### src/include/collector_defs.svh
// sizes and bus constants of the sample collector, included by packages and RTL that need them
`ifndef COLLECTOR_DEFS_SVH
`define COLLECTOR_DEFS_SVH

// page of the collector on the command bus, compared against addr[15:8]
`define COLLECTOR_POSITION 8'd242

// unit list and probe bank size
`define NUM_UNITS 8
`define SLOT_BITS 3  // slot index field, ties NUM_UNITS to 8

// stored sample width, low bits of the probe value
`define SAMPLE_BITS 13

// sample FIFO geometry
`define FIFO_DEPTH 32
`define FIFO_ALMOST_FULL 28  // almost_full at or above this count
`define FIFO_ALMOST_EMPTY 2  // almost_empty below this count

// channel list marker for an unused entry
`define NO_UNIT 8'd255

`endif

### src/hdl/bus_pkg.sv
// command bus encodings shared by the collector, the probe bank and the testbench
`default_nettype none

package bus_pkg;

  // addr[7:0] offsets within a page
  typedef enum logic [7:0] {
    ADDR_PROBE_DATA    = 8'd0,  // probe page, measured value register
    ADDR_NEW_UNIT      = 8'd4,  // collector page, append a unit position
    ADDR_LOCAL_COMMAND = 8'd5   // collector page, command register
  } reg_offset_e;

  // values written to ADDR_LOCAL_COMMAND
  // the full 32-bit data word is latched, unknown codes are discarded in idle
  typedef enum logic [31:0] {
    CMD_NONE           = 32'd0,
    CMD_START_SAMPLING = 32'd1,
    CMD_STOP_SAMPLING  = 32'd2,
    CMD_RESET          = 32'd5  // stop and forget all registered units
  } cmd_e;

endpackage

`default_nettype wire

### src/hdl/sample_pkg.sv
// sample path types: the FIFO word as raw bits or slot/value fields, and the scan FSM states
`default_nettype none

`include "collector_defs.svh"

package sample_pkg;

  // field view of a FIFO word, slot in the top bits
  typedef struct packed {
    logic [`SLOT_BITS-1:0]   slot;   // index into the unit list, not the bus position
    logic [`SAMPLE_BITS-1:0] value;  // low bits of the probe value
  } sample_fields_t;

  // raw view at the FIFO and the top output, field view in collector and testbench
  typedef union packed {
    logic [15:0]    raw;
    sample_fields_t f;
  } sample_word_u;

  // one-hot scan states
  typedef enum logic [4:0] {
    idle       = 5'b00001,
    store      = 5'b00010,  // compare and maybe push
    increment  = 5'b00100,  // next slot, stop/reset taken here
    fetch      = 5'b01000,  // request the probe value
    fetch_wait = 5'b10000   // probe bank registers the value
  } scan_state_e;

endpackage

`default_nettype wire

### src/hdl/probe_bank.sv
// bank of bus-writable probe registers, presents the selected probe as sample_data on request
`timescale 1ns/100ps
`default_nettype none

`include "collector_defs.svh"

module probe_bank (
  input  wire         clk,
  input  wire         rst,
  input  wire  [15:0] addr,
  input  wire  [31:0] cmd_data_in,
  input  wire         cs,
  input  wire         wr,
  input  wire  [7:0]  channel_select,  // bus position from the collector
  input  wire         output_sample,
  output logic [31:0] sample_data
);

  logic [`SAMPLE_BITS-1:0] probe_val [`NUM_UNITS];  // measured values
  logic                    probe_wr;
  logic [`SLOT_BITS-1:0]   wr_idx;
  logic [`SLOT_BITS-1:0]   rd_idx;
  logic                    rd_known;

  // probe pages are bus positions 0..NUM_UNITS-1
  assign probe_wr = cs && wr && (addr[15:8] < `NUM_UNITS)
                    && (addr[7:0] == bus_pkg::ADDR_PROBE_DATA);
  assign wr_idx   = addr[8 +: `SLOT_BITS];
  assign rd_idx   = channel_select[`SLOT_BITS-1:0];
  assign rd_known = channel_select < `NUM_UNITS;  // NO_UNIT and 8+ fall out here

  always_ff @(posedge clk) begin
    if (rst) begin
      for (int i = 0; i < `NUM_UNITS; i++) begin
        probe_val[i] <= '0;
      end
      sample_data <= '0;
    end else begin
      if (probe_wr) begin
        probe_val[wr_idx] <= cmd_data_in[`SAMPLE_BITS-1:0];  // upper data bits ignored
      end
      // one cycle from output_sample to sample_data
      if (output_sample) begin
        if (rd_known) begin
          sample_data <= {{(32-`SAMPLE_BITS){1'b0}}, probe_val[rd_idx]};
        end else begin
          sample_data <= '0;  // unknown position reads 0
        end
      end
    end
  end

  // the collector keeps only SAMPLE_BITS, anything above would be silently lost
  a_sample_width: assert property (@(posedge clk) disable iff (rst)
    sample_data[31:`SAMPLE_BITS] == '0)
    else $error("probe_bank: sample_data has bits above SAMPLE_BITS set");

endmodule

`default_nettype wire

### src/hdl/sample_collector.sv
// sample collector: bus command decode, unit list, round-robin scan and change-only FIFO feed
`timescale 1ns/100ps
`default_nettype none

`include "collector_defs.svh"

module sample_collector (
  input  wire         clk,
  input  wire         rst,
  input  wire  [15:0] addr,
  input  wire  [31:0] cmd_data_in,
  input  wire         cs,
  input  wire         wr,
  input  wire  [31:0] sample_data,     // from the probe bank, one cycle behind output_sample
  output logic        output_sample,
  output logic [7:0]  channel_select,  // bus position of the current slot
  output logic [15:0] fifo_din,
  output logic        fifo_wr_en
);

  // bus decode
  logic page_wr;
  logic new_unit_wr;
  logic cmd_wr;

  // unit list and scan position
  logic [7:0]            channels [`NUM_UNITS];  // bus positions in registration order
  logic [`SLOT_BITS:0]   num_units;              // 0..NUM_UNITS
  logic [`SLOT_BITS-1:0] slot_idx;
  logic [`SLOT_BITS:0]   slot_next;              // slot_idx + 1 with carry
  bus_pkg::cmd_e         command;

  // change detection
  logic [`SAMPLE_BITS-1:0] last_value [`NUM_UNITS];  // last value pushed per slot
  logic [`SAMPLE_BITS-1:0] new_value;

  // FSM
  sample_pkg::scan_state_e  state;
  sample_pkg::scan_state_e  next_state;
  sample_pkg::sample_word_u word;
  logic                     inc_slot;
  logic                     res_cmd;    // command consumed
  logic                     res_units;  // forget all units

  assign page_wr     = cs && wr && (addr[15:8] == `COLLECTOR_POSITION);
  assign new_unit_wr = page_wr && (addr[7:0] == bus_pkg::ADDR_NEW_UNIT);
  assign cmd_wr      = page_wr && (addr[7:0] == bus_pkg::ADDR_LOCAL_COMMAND);

  assign slot_next      = {1'b0, slot_idx} + 1'b1;
  assign channel_select = channels[slot_idx];  // NO_UNIT when nothing registered
  assign new_value      = sample_data[`SAMPLE_BITS-1:0];

  always_ff @(posedge clk) begin
    if (rst) begin
      state <= sample_pkg::idle;
    end else begin
      state <= next_state;
    end
  end

  always_comb begin
    next_state    = state;
    output_sample = 1'b0;
    fifo_wr_en    = 1'b0;
    inc_slot      = 1'b0;
    res_cmd       = 1'b0;
    res_units     = 1'b0;
    case (state)
      sample_pkg::idle: begin
        if (command == bus_pkg::CMD_START_SAMPLING) begin
          res_cmd    = 1'b1;
          next_state = sample_pkg::fetch;
        end else if (command == bus_pkg::CMD_RESET) begin
          res_cmd   = 1'b1;
          res_units = 1'b1;
        end else if (command != bus_pkg::CMD_NONE) begin
          res_cmd = 1'b1;  // stop or unknown code while idle, nothing to do
        end
      end
      sample_pkg::fetch: begin
        output_sample = 1'b1;  // probe bank latches the selected value
        next_state    = sample_pkg::fetch_wait;
      end
      sample_pkg::fetch_wait: begin
        output_sample = 1'b1;  // second request, value on sample_data in store
        next_state    = sample_pkg::store;
      end
      sample_pkg::store: begin
        // push only on a change
        fifo_wr_en = last_value[slot_idx] != new_value;
        next_state = sample_pkg::increment;
      end
      sample_pkg::increment: begin
        inc_slot   = 1'b1;
        next_state = sample_pkg::fetch;
        if (command == bus_pkg::CMD_RESET) begin
          res_cmd    = 1'b1;
          res_units  = 1'b1;
          next_state = sample_pkg::idle;
        end else if (command == bus_pkg::CMD_STOP_SAMPLING) begin
          res_cmd    = 1'b1;
          next_state = sample_pkg::idle;
        end
      end
      default: next_state = sample_pkg::idle;
    endcase
  end

  // unit list, command register, last values
  always_ff @(posedge clk) begin
    if (rst || res_units) begin
      for (int i = 0; i < `NUM_UNITS; i++) begin
        channels[i]   <= `NO_UNIT;
        last_value[i] <= '0;  // matches what an unknown position reads
      end
      num_units <= '0;
      slot_idx  <= '0;
      command   <= bus_pkg::CMD_NONE;
    end else begin
      if (res_cmd) begin
        command <= bus_pkg::CMD_NONE;
      end else if (cmd_wr) begin
        command <= bus_pkg::cmd_e'(cmd_data_in);
      end
      if (new_unit_wr && (num_units < `NUM_UNITS)) begin
        channels[num_units[`SLOT_BITS-1:0]] <= cmd_data_in[7:0];
        num_units <= num_units + 1'b1;
      end
      if (fifo_wr_en) begin
        last_value[slot_idx] <= new_value;
      end
      // wrap at num_units, stays at 0 with an empty list
      if (inc_slot) begin
        if (slot_next >= num_units) begin
          slot_idx <= '0;
        end else begin
          slot_idx <= slot_next[`SLOT_BITS-1:0];
        end
      end
    end
  end

  // slot index on top, sample below
  always_comb begin
    word.f.slot  = slot_idx;
    word.f.value = new_value;
  end
  assign fifo_din = word.raw;

  a_state_onehot: assert property (@(posedge clk) disable iff (rst)
    $onehot(state))
    else $error("sample_collector: state %b not one-hot", state);

  // software must not register more units than the list holds
  a_unit_room: assert property (@(posedge clk) disable iff (rst)
    new_unit_wr |-> num_units < `NUM_UNITS)
    else $error("sample_collector: new unit with list full");

  // a push always follows a full fetch/fetch_wait sequence
  a_wr_in_store: assert property (@(posedge clk) disable iff (rst)
    fifo_wr_en |-> (state == sample_pkg::store) && ($past(state) == sample_pkg::fetch_wait))
    else $error("sample_collector: FIFO write outside store");

endmodule

`default_nettype wire

### src/hdl/sample_fifo.sv
// synchronous sample FIFO with registered read data and occupancy flags, drops writes when full
`timescale 1ns/100ps
`default_nettype none

`include "collector_defs.svh"

module sample_fifo (
  input  wire                                       clk,
  input  wire                                       rst,
  input  wire  [$bits(sample_pkg::sample_word_u)-1:0] din,
  input  wire                                       wr_en,
  input  wire                                       rd_en,
  output logic [$bits(sample_pkg::sample_word_u)-1:0] dout,
  output logic                                      full,
  output logic                                      almost_full,
  output logic                                      empty,
  output logic                                      almost_empty
);

  localparam int PTR_BITS  = $clog2(`FIFO_DEPTH);
  localparam int WORD_BITS = $bits(sample_pkg::sample_word_u);

  logic [WORD_BITS-1:0] mem [`FIFO_DEPTH];
  logic [PTR_BITS-1:0]  wr_ptr;
  logic [PTR_BITS-1:0]  rd_ptr;
  logic [PTR_BITS:0]    count;  // 0..FIFO_DEPTH
  logic                 wr_ok;
  logic                 rd_ok;

  assign wr_ok = wr_en && !full;   // overflow dropped
  assign rd_ok = rd_en && !empty;  // underflow ignored

  // flags straight from the count
  assign full         = count == `FIFO_DEPTH;
  assign almost_full  = count >= `FIFO_ALMOST_FULL;
  assign empty        = count == '0;
  assign almost_empty = count < `FIFO_ALMOST_EMPTY;

  always_ff @(posedge clk) begin
    if (rst) begin
      wr_ptr <= '0;
      rd_ptr <= '0;
      count  <= '0;
    end else begin
      if (wr_ok) begin
        wr_ptr <= wr_ptr + 1'b1;  // depth is a power of two, wraps by itself
      end
      if (rd_ok) begin
        rd_ptr <= rd_ptr + 1'b1;
      end
      case ({wr_ok, rd_ok})
        2'b10:   count <= count + 1'b1;
        2'b01:   count <= count - 1'b1;
        default: count <= count;  // both or neither
      endcase
    end
  end

  // storage and read register
  always_ff @(posedge clk) begin
    if (wr_ok) begin
      mem[wr_ptr] <= din;
    end
    if (rd_ok) begin
      dout <= mem[rd_ptr];  // head word visible the cycle after rd_en
    end
  end

  // the collector has no back-pressure, so a full FIFO loses samples
  a_no_wr_full: assert property (@(posedge clk) disable iff (rst)
    !(wr_en && full))
    else $error("sample_fifo: write while full, sample dropped");

  a_count_range: assert property (@(posedge clk) disable iff (rst)
    count <= `FIFO_DEPTH)
    else $error("sample_fifo: count %0d above depth", count);

endmodule

`default_nettype wire

### src/hdl/sampler_top.sv
// sampler subsystem top: collector, probe bank and sample FIFO on the shared command bus
`timescale 1ns/100ps
`default_nettype none

module sampler_top (
  input  wire         clk,
  input  wire         rst,
  input  wire  [15:0] addr,
  input  wire  [31:0] cmd_data_in,
  input  wire         cs,
  input  wire         wr,
  input  wire         sample_fifo_rd_en,
  output logic        output_sample,
  output logic [7:0]  channel_select,
  output logic [15:0] sample_data_out,
  output logic        sample_fifo_empty,
  output logic        sample_fifo_almost_empty,
  output logic        sample_fifo_full,
  output logic        sample_fifo_almost_full
);

  logic [31:0] sample_data;  // probe bank to collector
  logic [15:0] fifo_din;
  logic        fifo_wr_en;

  sample_collector u_collector (
    .clk            (clk),
    .rst            (rst),
    .addr           (addr),
    .cmd_data_in    (cmd_data_in),
    .cs             (cs),
    .wr             (wr),
    .sample_data    (sample_data),
    .output_sample  (output_sample),
    .channel_select (channel_select),
    .fifo_din       (fifo_din),
    .fifo_wr_en     (fifo_wr_en)
  );

  probe_bank u_probes (
    .clk            (clk),
    .rst            (rst),
    .addr           (addr),
    .cmd_data_in    (cmd_data_in),
    .cs             (cs),
    .wr             (wr),
    .channel_select (channel_select),
    .output_sample  (output_sample),
    .sample_data    (sample_data)
  );

  sample_fifo u_fifo (
    .clk          (clk),
    .rst          (rst),
    .din          (fifo_din),
    .wr_en        (fifo_wr_en),
    .rd_en        (sample_fifo_rd_en),  // driven from outside
    .dout         (sample_data_out),
    .full         (sample_fifo_full),
    .almost_full  (sample_fifo_almost_full),
    .empty        (sample_fifo_empty),
    .almost_empty (sample_fifo_almost_empty)
  );

endmodule

`default_nettype wire

### config.mk
export PLATFORM = sky130hd
export DESIGN_NAME = sampler_top
export DESIGN_NICKNAME = d
export VERILOG_FILES = /design/src/hdl/bus_pkg.sv /design/src/hdl/sample_pkg.sv /design/src/hdl/probe_bank.sv /design/src/hdl/sample_collector.sv /design/src/hdl/sample_fifo.sv /design/src/hdl/sampler_top.sv
export VERILOG_INCLUDE_DIRS = /design/src /design/src/include
export SDC_FILE = /design/constraint.sdc
export NUM_CORES = 1
export LEC_CHECK = 0
export BUFFER_PORTS_ARGS = -buffer_cell sky130_fd_sc_hd__buf_2
export CAP_MARGIN = 10
export CORE_MARGIN = 2
export CORE_UTILIZATION = 53
export CTS_CLUSTER_DIAMETER = 50
export DETAILED_ROUTE_END_ITERATION = 8
export PLACE_DENSITY = 0.65
export SLEW_MARGIN = 20
export SYNTH_ARGS = -nofsm -noshare
export SYNTH_HDL_FRONTEND = slang
export SYNTH_SLANG_ARGS = --single-unit
### constraint.sdc
create_clock -name clk -period 4.6 [get_ports clk]
set_input_delay 0.46 -clock clk [delete_from_list [all_inputs] [get_ports clk]]
set_output_delay 0.46 -clock clk [all_outputs]
set_load 0.05 [all_outputs]
# == Word-level counts from Yosys, hierarchy flattened ==
# Memory sizes are Yosys's and may differ from the RTL's. A register that Yosys moved wholly into a read port is not among the register bits.
# Cells that the tools add are included.
# word_totals
register_bits,73
latch_bits,0
ramBits,784
romBits,0
inputBits,53
word_cells,108
mem_count,4
# memory_table
name,depth,width,read_ports,rd_ports_with_merged_regs,wr,line,rtl
u_fifo.mem,32,16,1,1,1,sample_fifo.sv:23,logic [WORD_BITS-1:0] mem [`FIFO_DEPTH];
u_collector.last_value,8,13,1,1,8,sample_collector.sv:34,logic [`SAMPLE_BITS-1:0] last_value [`NUM_UNITS];
u_probes.probe_val,8,13,1,0,8,probe_bank.sv:19,logic [`SAMPLE_BITS-1:0] probe_val [`NUM_UNITS];
u_collector.channels,8,8,1,1,8,sample_collector.sv:27,logic [7:0] channels [`NUM_UNITS];
# classes
n_addsub,6
multipliers,0
n_div,0
magnitude_cmp,6
eq_ne,16
n_shift,0
mux,47
n_bitwise,0
reduce_logical,21
# ops
operator,n
2-to-1 mux 13 bit,3
== test 32 x 1 -> 1 bit (second input constant),1
== test 32 x 2 -> 1 bit (second input constant),1
== test 32 x 3 -> 1 bit (second input constant),1
nonzero test 32 bit,1
2-to-1 mux 1 bit,28
OR reduction 13 bit,2
case mux 5 bit (5 select lines),1
2-to-1 mux 3 bit,8
== test 8 x 3 -> 1 bit (second input constant),2
< comparator 8 x 4 -> 1 bit (second input constant),2
!= test 13 bit,1
case mux 6 bit (2 select lines),1
adder 5 x 1 -> 5 bit (second input constant),2
2-to-1 mux 5 bit,2
logical AND 1 bit,9
== test 8 bit (second input constant),1
zero test 8 bit,1
2-to-1 mux 8 bit,1
OR reduction 8 bit,1
adder 6 x 1 -> 6 bit (second input constant),1
== test 6 bit (second input constant),1
>= comparator 6 x 5 -> 1 bit (second input constant),1
zero test 6 bit,1
20 further kinds,23

# == Longest topological paths before layout ==
# Gate-level depths: netlist of run 1.
# depth
word_depth,9
mapped_depth,23
ltp_nobuf,18

# == Cells and area by module ==
# Synthesis of run 1 repeated with hierarchy kept, for this count alone.
# hier_totals
hier_cells,2192
area_unflattened_um2,36505.0
# modules_own_cells
module,n_inst,cells_each,area_each_um2
sample_fifo,1,1016,21170.3
sample_collector,1,781,9781.9
probe_bank,1,395,5552.8

# == Worst setup path before layout of run 1 ==
# OpenSTA, ideal clock, no wires.
# synth_timing
path_kind,register -> register
start,reg u_fifo.count[1]
end,reg u_fifo.count[5]
arrival_time_ns,4.276
slack_ns,0.254
path_stages_with_launch,15
path_buffers,1
synth_period_minus_slack_ns,4.346
cell_sequence,dfxtp_1 -> or4_1 -> nor3b_1 -> nor3_2 -> clkbuf_1 -> inv_1 -> ha_1 -> ha_1 -> a21o_1 -> a21oi_1 -> o21bai_1 -> a21oi_1 -> xnor2_1 -> or3_1 -> a21oi_1
# synth_via
elab_chain_cells,5
# synth_lines
item,line,rtl
from (decl),sample_fifo.sv:26,logic [PTR_BITS:0] count;
from (signal assigned),sample_fifo.sv:52,2'b10: count <= count + 1'b1;
from (signal assigned),sample_fifo.sv:53,2'b01: count <= count - 1'b1;
from (signal assigned),sample_fifo.sv:54,default: count <= count;
== test 6 bit (no line) *,--,
net sample_fifo_full,sampler_top.sv:18,"output logic sample_fifo_full,"
zero test 1 bit *,sample_fifo.sv:30,assign wr_ok = wr_en && !full;
logical AND 1 bit *,sample_fifo.sv:30,
== test 2 x 1 -> 1 bit / == test 2 bit (equally long branches),sample_fifo.sv:51,"case ({wr_ok, rd_ok})"
case mux 6 bit (2 select lines) / nonzero test 2 bit (equally long branches),--,
# The timed path passes the listed nets; every way through them passes the cells marked *.
# A chain may end at the register's enable or synchronous reset.

==> metrics.md, run 1 <==
| Metric | Value |
|---|---|
| Max-cap viol count | 0 |
| Internal | around 13 mW |
| Reg clk slew, reported paths | 60 ps |
| Fmax | 233 MHz |
| Via count | around 20000 |
| Congestion Overflow GR | 0 |
| Slew Limit Fails | 0 |
| Total Routed Length | 84100 um |
| Most common cell after layout, fill and taps aside | edfxtp_1 |
| Final Hold Fails | 0 |
| Share of the clock period used by the worst path | between 90 and 100% |
| Routed len/inst | about 25 um |
| Filler cell count in the final layout | about 5000 |
| Initial antenna violation count | 0 |
| CTS Sinks | slightly below 900 |
| Critical path class | flip-flop to flip-flop |
| Sequential share of the synthesized area | 69.5% |
| Commonest non-fill, non-tap cells in the layout | edfxtp_1 (800), mux4_2 (190), and2_1 (115) |
| Syn Nets | roughly 2200 |
| Post-CTS Resized | 0 |
| CTS Buf Count | just over 90 |
| Initial core utilization | about 54% |
| H-tree levels | 3 |
| First-pass GRT wire length | ~130000 um |
| Cts hold-fix bufs | 0 |
| Core region area | 0.0686 mm^2 |
| Cell taking the most area after synthesis | edfxtp_1 |
| Vias per cell | around 6 |
| Critical Path End Type | flip-flop |
| Setup violations, final | 0 |
| Register Area | around 0.026 mm^2 |
| Seq pwr share | a little over half |
| Required time of the critical path | 5160 ps |
| Share of post-route cells with drive strength above 1 | between 20% and 30% |
| Switching pwr | roughly 3.3 mW |
| DP HPWL | a little over 50000 um |
| Gr usage total | 24.0% |
| P_leak | 12.2 nW |
| Port bufs | ~80 |
| Tmin final | 4290 ps |
| FFs w/ async S/R, synth | 0% |
| Peak supply drop | 0.328 mV |
| Run status | finished, final reports clean |
| Pwr/cell area | between 300 and 400 mW/mm^2 |
| # rows | 96 |
| Die Wd | roughly 270 um |
| Layout Cells excl Fill | 3297 |
| Post-Place Cell Area | approximately 0.038 mm^2 |
| TNS Setup | 0 ps |
| Number of synthesized register bits | slightly below 900 |
| Clk_lat worst skew | 650 ps |
| Sw frac | slightly above 20% |
| Yosys top cell area share | between 60 and 70% |
| Drt first pass iters | 6 |
| Fin area | 0.0415 mm^2 |
| Yosys warnings | 0 |
| Die area | 0.0714 mm^2 |
| Clk buf depth | 3 |
| CTS tree | built |
| Routed Antenna Nets | 0 |
| Skew final | around 25 ps |
| Largest net degree at the start of global routing | roughly 110 |
| Combinational power share | under 10% |
| Main synth FF type | edfxtp_1 |
| Hold crit path type | input port to flip-flop |
| Number of flops mapped to enable cells by yosys | 800 |
| CP Data Arrival Time | approximately 4900 ps |
| RSZ-0062 raised after global routing | no |
| Mapped Cells | 2176 |
| DR iter-0 viols | ~1900 |
| N_diodes | 0 |
| CP Launch Type | flip-flop |
| Post-CTS Setup Bufs | 0 |
| Clock power share | between 40% and 50% |
| Area of the multi-input gates | roughly 0.011 mm^2 |
| Yosys cell types | 57 |
| Hold_ws | approximately 50 ps |
| Mapped cell area | 0.0367 mm^2 |
| Inst Count DP | around 3100 |
| Vias in the first global route | between 15000 and 20000 |
| Max-slew headroom at the worst pin | between 20 and 25% |
| Worst-Margin Slew | roughly 1200 ps |
| Layout area overhead | 13.0% |
| Syn avg cell area | around 17 um^2 |
| Maximum fanout along the worst path | 21 |
| Core Util, Final | 60.5% |
| Post-layout net count | ~2400 |
| I/O Pins | 82 |
| Clock root buffer | clkbuf_16 |
| Top post-synthesis cells by area | edfxtp_1 (65%), mux4_2 (12%), dfxtp_1 (4.1%) |
| Die Span Y | 267 um |
| DRC Markers | 0 |
| Routability cong. | 0.840 |
==> sequential cells by signal, indices dropped and copies added (netlist names), named ones only <==
register	count
u_probes.sample_data	13
u_collector.slot_idx	3
u_fifo.dout	16
u_collector.state	5
u_collector.num_units	4
u_fifo.mem	512
u_collector.command	32
u_fifo.wr_ptr	5
u_collector.last_value	104
u_fifo.rd_ptr	5
u_collector.channels	64
u_probes.probe_val	104
u_fifo.count	6
==> routing by layer <==
| metal | track usage [%] | share of wire [%] | routed length (um) | up-vias |
|---|---|---|---|---|
| met4 | 7.80 | 2.7 | 2240 | 0 |
| li1 | - | - | - | 8792 |
| met1 | 33.2 | 41 | 34900 | 10100 |
| met3 | 3.34 | 6.2 | 5180 | 120 |
| met2 | 39.9 | 50 | 41800 | 734 |
| met5 | 0 | 0 | 0 | - |
==> logic make-up (layout without fill, tap and decap cells) <==
group,after synthesis,after routing,synth area share [%]
buffers and inverters,175,365,2.02
DFF,876,876,69.5
AOI/OAI and AO/OA,133,133,2.31
adders and majority gates,17,17,0.599
xor gates and xnor gates,26,26,0.620
muxes,308,308,15.0
and+or+nand+nor,641,641,9.93
==> worst max-delay path: stages (launching register included) <==
cell,delay [ps]
dfxtp_2,720
mux4_2,590
mux2i_1,190
xnor2_1,80
nor2_1,180
nand4_1,180
nor3_4,340
nor3_2,110
inv_1,70
ha_1,230
ha_1,260
a21o_1,180
a21oi_1,220
o21bai_1,100
a21oi_1,200
xnor2_1,90
or3_1,300
a21oi_1,130
==> power by group through the flow <==
stage | clock network (mW) | registers [mW] | logic, mW
3_5_place_dp | 0 | 8.87 | 0.224
3_3_place_gp | 0 | 8.87 | 0.219
2_1_floorplan | 0 | 8.86 | 0.129
5_1_grt | 7.81 | 8.71 | 0.243
6_report | 7.38 | 8.71 | 0.223
4_1_cts | 7.49 | 8.71 | 0.224
==> area by class of cell <==
type,count,share of cell area (%)
Clock buffer,111,5.86
Clock inverter,64,1.45
Multi-Input combinational cell,1125,25.4
Inverter,21,0.190
Tap cell,931,2.81
Timing Repair Buffer,169,2.78
Sequential cell,876,61.5
==> cells in the mapped netlist (all sizes together), types with 2 or more instances <==
master,instances
nand3,44
mux2,33
a21oi,40
xnor2,12
or3b,2
nand2b,8
inv,21
ha,16
mux2i,85
dfxtp,76
xor2,14
a221oi,5
clkbuf,101
or4,5
a21o,8
nor4,94
nor2,78
nand3b,9
a31o,5
and2,116
nor3b,2
a211oi,40
or2,72
or3,4
nand2,85
mux4,190
o22ai,5
buf,53
nor2b,46
nand4,8
edfxtp,800
and4,6
and3,38
o21ai,24
nor3,20
==> through the flow <==
stage	power [mW]	setup slack (ps)
3_3_place_gp	9.09	340
5_1_grt	16.8	27.7
3_5_place_dp	9.10	317
6_report	16.3	306
4_1_cts	16.4	281
2_1_floorplan	8.98	254
==> worst paths after layout <==
| kind | cells past startpoint | to | slack, ps | from |
|---|---|---|---|---|
| max | 17 | u_fifo.count[5]$_SDFFE_PP0P_ | 310 | flip-flop |
| min | 3 | u_collector.command[27]$_SDFFE_PP0P_ | 50 | cmd_data_in[27] |
| max reg2reg | 17 | u_fifo.count[5]$_SDFFE_PP0P_ | 310 | flip-flop |
| min reg2reg | 2 | u_collector.command[13]$_SDFFE_PP0P_ | 490 | u_collector.command[13]$_SDFFE_PP0P_ |
Power figures use the tool's default switching activity.
==> run 2, diff against run 1 <==
ABC_CLOCK_PERIOD_IN_PS = 4600   (was default)
CORE_UTILIZATION = 55   (was 53)
MAX_ROUTING_LAYER = met4   (was default)
PLACE_DENSITY = 0.67   (was 0.65)
==> metrics.md, run 2 (synthesis results as in run 1) <==
| Metric | Value |
|---|---|
| Run status | finished, final reports clean |
| Layout area overhead | 13.6% |
| Inst Count DP | 3063 (-1.9%) |
| Max-slew headroom at the worst pin | 30.5% (+8.7 points) |
| Top Registers | u_fifo.mem (512), u_collector.last_value (104), u_probes.probe_val (104) |
| Filler cell count in the final layout | 4624 (-7.9%) |
| Critical path class | flip-flop to flip-flop |
| Via count | 20000 (+1.3%) |
| # rows | 94 (-2.1%) |
| Congestion Overflow GR | 0 (unchanged) |
| Most frequent CP cell | a21oi_1 |
| Clk_lat worst skew | 650 ps (about the same) |
| Share of post-route cells with drive strength above 1 | 26.5% (+0.44 points) |
| Die area | 0.0689 mm^2 (-3.6%) |
| Tmin final | 4220 ps (-74.8 ps) |
| Reg clk slew, reported paths | 60 ps (about the same) |
| Slack of the worst reg-to-reg path | 380 ps (+70 ps) |
| Hold path start | cmd_data_in[30] |
| Worst-case hold path end point | u_collector.command[30]$_SDFFE_PP0P_ |
| Hold crit path type | input port to flip-flop |
| Gr usage total | 25.5% (+1.5 points) |
| CP Launch Type | flip-flop |
| Vias per cell | 6.16 (+3.0%) |
| Final Hold Fails | 0 (unchanged) |
| I/O Pins | 82 (unchanged) |
| Port bufs | 81 (unchanged) |
| DP HPWL | 50200 um (-0.88%) |
| Pwr/cell area | 401 mW/mm^2 (+2.0%) |
| CTS Sinks | 876 (unchanged) |
| CP Data Arrival Time | 4800 ps (-50 ps) |
| Post-layout net count | 2366 (+0.42%) |
| Setup violations, final | 0 (unchanged) |
| Total Routed Length | 84400 um (+0.42%) |
| DR iter-0 viols | 2243 (+20%) |
| Layout Cells excl Fill | 3240 (-1.7%) |
| First-pass GRT wire length | 128000 um (+0.72%) |
| Maximum fanout along the worst path | 18 (-14%) |
| Register Area | 0.0256 mm^2 (about the same) |
| CP max-delay cell | dfxtp_2 |
| Slew Limit Fails | 0 (unchanged) |
| Clk buf depth | 3 (unchanged) |
| Initial core utilization | 55.7% (+2.1 points) |
| P_leak | 12.3 nW (+1.1%) |
| Largest net degree at the start of global routing | 98 (-6.7%) |
| Overall power | 16.7 mW (+2.5%) |
| Skew final | 37.4 ps (+12.8 ps) |
| H-tree levels | 3 (unchanged) |
| Fmax | 237 MHz (+1.8%) |
| TNS Setup | 0 ps (unchanged) |
| Worst R2R Path Depth | 17 (unchanged) |
| Cts hold-fix bufs | 0 (unchanged) |
| Worst-Margin Slew | 1020 ps (-151 ps) |
| Slowest stage delay, CP | 720 ps (about the same) |
| Post-CTS Setup Bufs | 0 (unchanged) |
| Share of the clock period used by the worst path | 91.7% (-1.6 points) |
| Max-cap viol count | 0 (unchanged) |
| Max reg flops | 512 (unchanged) |
| CP cell instances | mux4_2, mux2i_1, xnor2_1, nor2_1, nand4_1, nor3_4, nor3_2, inv_1, ha_1, ha_1, a21o_1, a21oi_1, o21bai_1, a21oi_1, xnor2_1, or3_1, a21oi_1 |
| Cell family with the largest share of critical-path delay | simple AND/OR/NAND/NOR gates |
| CP Depth | 17 (unchanged) |
| Drt first pass iters | 6 (unchanged) |
| Routability cong. | 0.875 (+4.1%) |
| Routed Antenna Nets | 0 (unchanged) |
| Vias in the first global route | 20100 (+0.63%) |
| Die Wd | 262 um (-1.8%) |
| Clock root buffer | clkbuf_16 |
| CTS Buf Count | 95 (+2.2%) |
| Area of the multi-input gates | 0.0105 mm^2 (-0.12%) |
| Routed len/inst | 26.1 um (+2.2%) |
| Commonest non-fill, non-tap cells in the layout | edfxtp_1 (800), mux4_2 (190), and2_1 (115) |
| Initial antenna violation count | 0 (unchanged) |
| Core region area | 0.0660 mm^2 (-3.8%) |
| N_diodes | 0 (unchanged) |
| Crit path buffers/inverters | 1 (unchanged) |
| Required time of the critical path | 5180 ps (+20 ps) |
| Hold depth | 3 (unchanged) |
| Most common cell after layout, fill and taps aside | edfxtp_1 |
| Most flops, register | u_fifo.mem |
| CTS tree | built |
| Post-CTS Resized | 0 (unchanged) |
| Reg-to-reg endpoint | u_fifo.count[5]$_SDFFE_PP0P_ |
| Peak supply drop | 0.334 mV (+2.0%) |
| Critical Path End Type | flip-flop |
| RSZ-0062 raised after global routing | no |
| DRC Markers | 0 (unchanged) |
| Die Span Y | 262 um (-1.8%) |
==> run 2: changes by cell type in the layout (fill, tap and decap cells not counted), sizes merged <==
| cell | before | now |
|---|---|---|
| clkbuf | 111 | 127 |
| buf | 169 | 177 |
| inv | 31 | 30 |
| clkinvlp | 7 | 5 |
| clkinv | 40 | 26 |
| bufinv | 7 | 10 |
==> run 2: where the power goes <==
part	internal (mW)	total, mW	switching [mW]
Combinational	0.0686	0.230	0.162
Clock	4.62	7.79	3.17
Sequential	8.67	8.70	0.0294
Total	13.4	16.7	3.36
==> run 2: layout make-up <==
| class | instances | area share [%] |
|---|---|---|
| Clock buffer | 127 | 6.28 |
| Inverter | 21 | 0.189 |
| Timing Repair Buffer | 177 | 2.91 |
| Clock inverter | 50 | 1.55 |
| Multi-Input combinational cell | 1125 | 25.2 |
| Tap cell | 864 | 2.59 |
| Sequential cell | 876 | 61.3 |
==> run 2: metrics by stage <==
step | util (%) | hold WS, ps | cell area, um^2 | setup slack (ps)
after floorplan | - | 464 | 36700 | 254
after global placement | 58.3 | 474 | 38400 | 249
after detailed placement | 58.3 | 484 | 38400 | 288
after CTS | 63.2 | 10.9 | 41700 | 293
after global routing | 63.2 | 50.8 | 41700 | 41.2
final | 63.2 | 36.4 | 41700 | 381
==> run 2: worst reg2reg max path, cell delays in order (launching register included) <==
cell and delay [ps]:
dfxtp_2 720, mux4_2 600, mux2i_1 190, xnor2_1 90
nor2_1 140, nand4_1 170, nor3_4 350, nor3_2 130
inv_1 70, ha_1 250, ha_1 260, a21o_1 180
a21oi_1 210, o21bai_1 90, a21oi_1 190, xnor2_1 90
or3_1 310, a21oi_1 150
==> run 2: worst max-delay path by stage <==
stage / start / endpoint / slack (ps)
floorplan: u_fifo.count[1]$_SDFFE_PP0P_ / u_fifo.count[5]$_SDFFE_PP0P_ / 250
global placement: flip-flop / u_fifo.count[5]$_SDFFE_PP0P_ / 250
detailed placement: flip-flop / u_fifo.count[5]$_SDFFE_PP0P_ / 290
CTS: flip-flop / u_fifo.count[5]$_SDFFE_PP0P_ / 290
global route: flip-flop / u_fifo.count[5]$_SDFFE_PP0P_ / 40
finish: flip-flop / u_fifo.count[5]$_SDFFE_PP0P_ / 380
==> run 2: routing by layer <==
metal | track usage, % | up-vias | routed length, um
li1 | - | 8814 | -
met4 | 8.48 | 0 | 2580
met5 | - | - | 0
met1 | 33.8 | 10300 | 34500
met2 | 41.6 | 743 | 42100
met3 | 3.12 | 152 | 5210
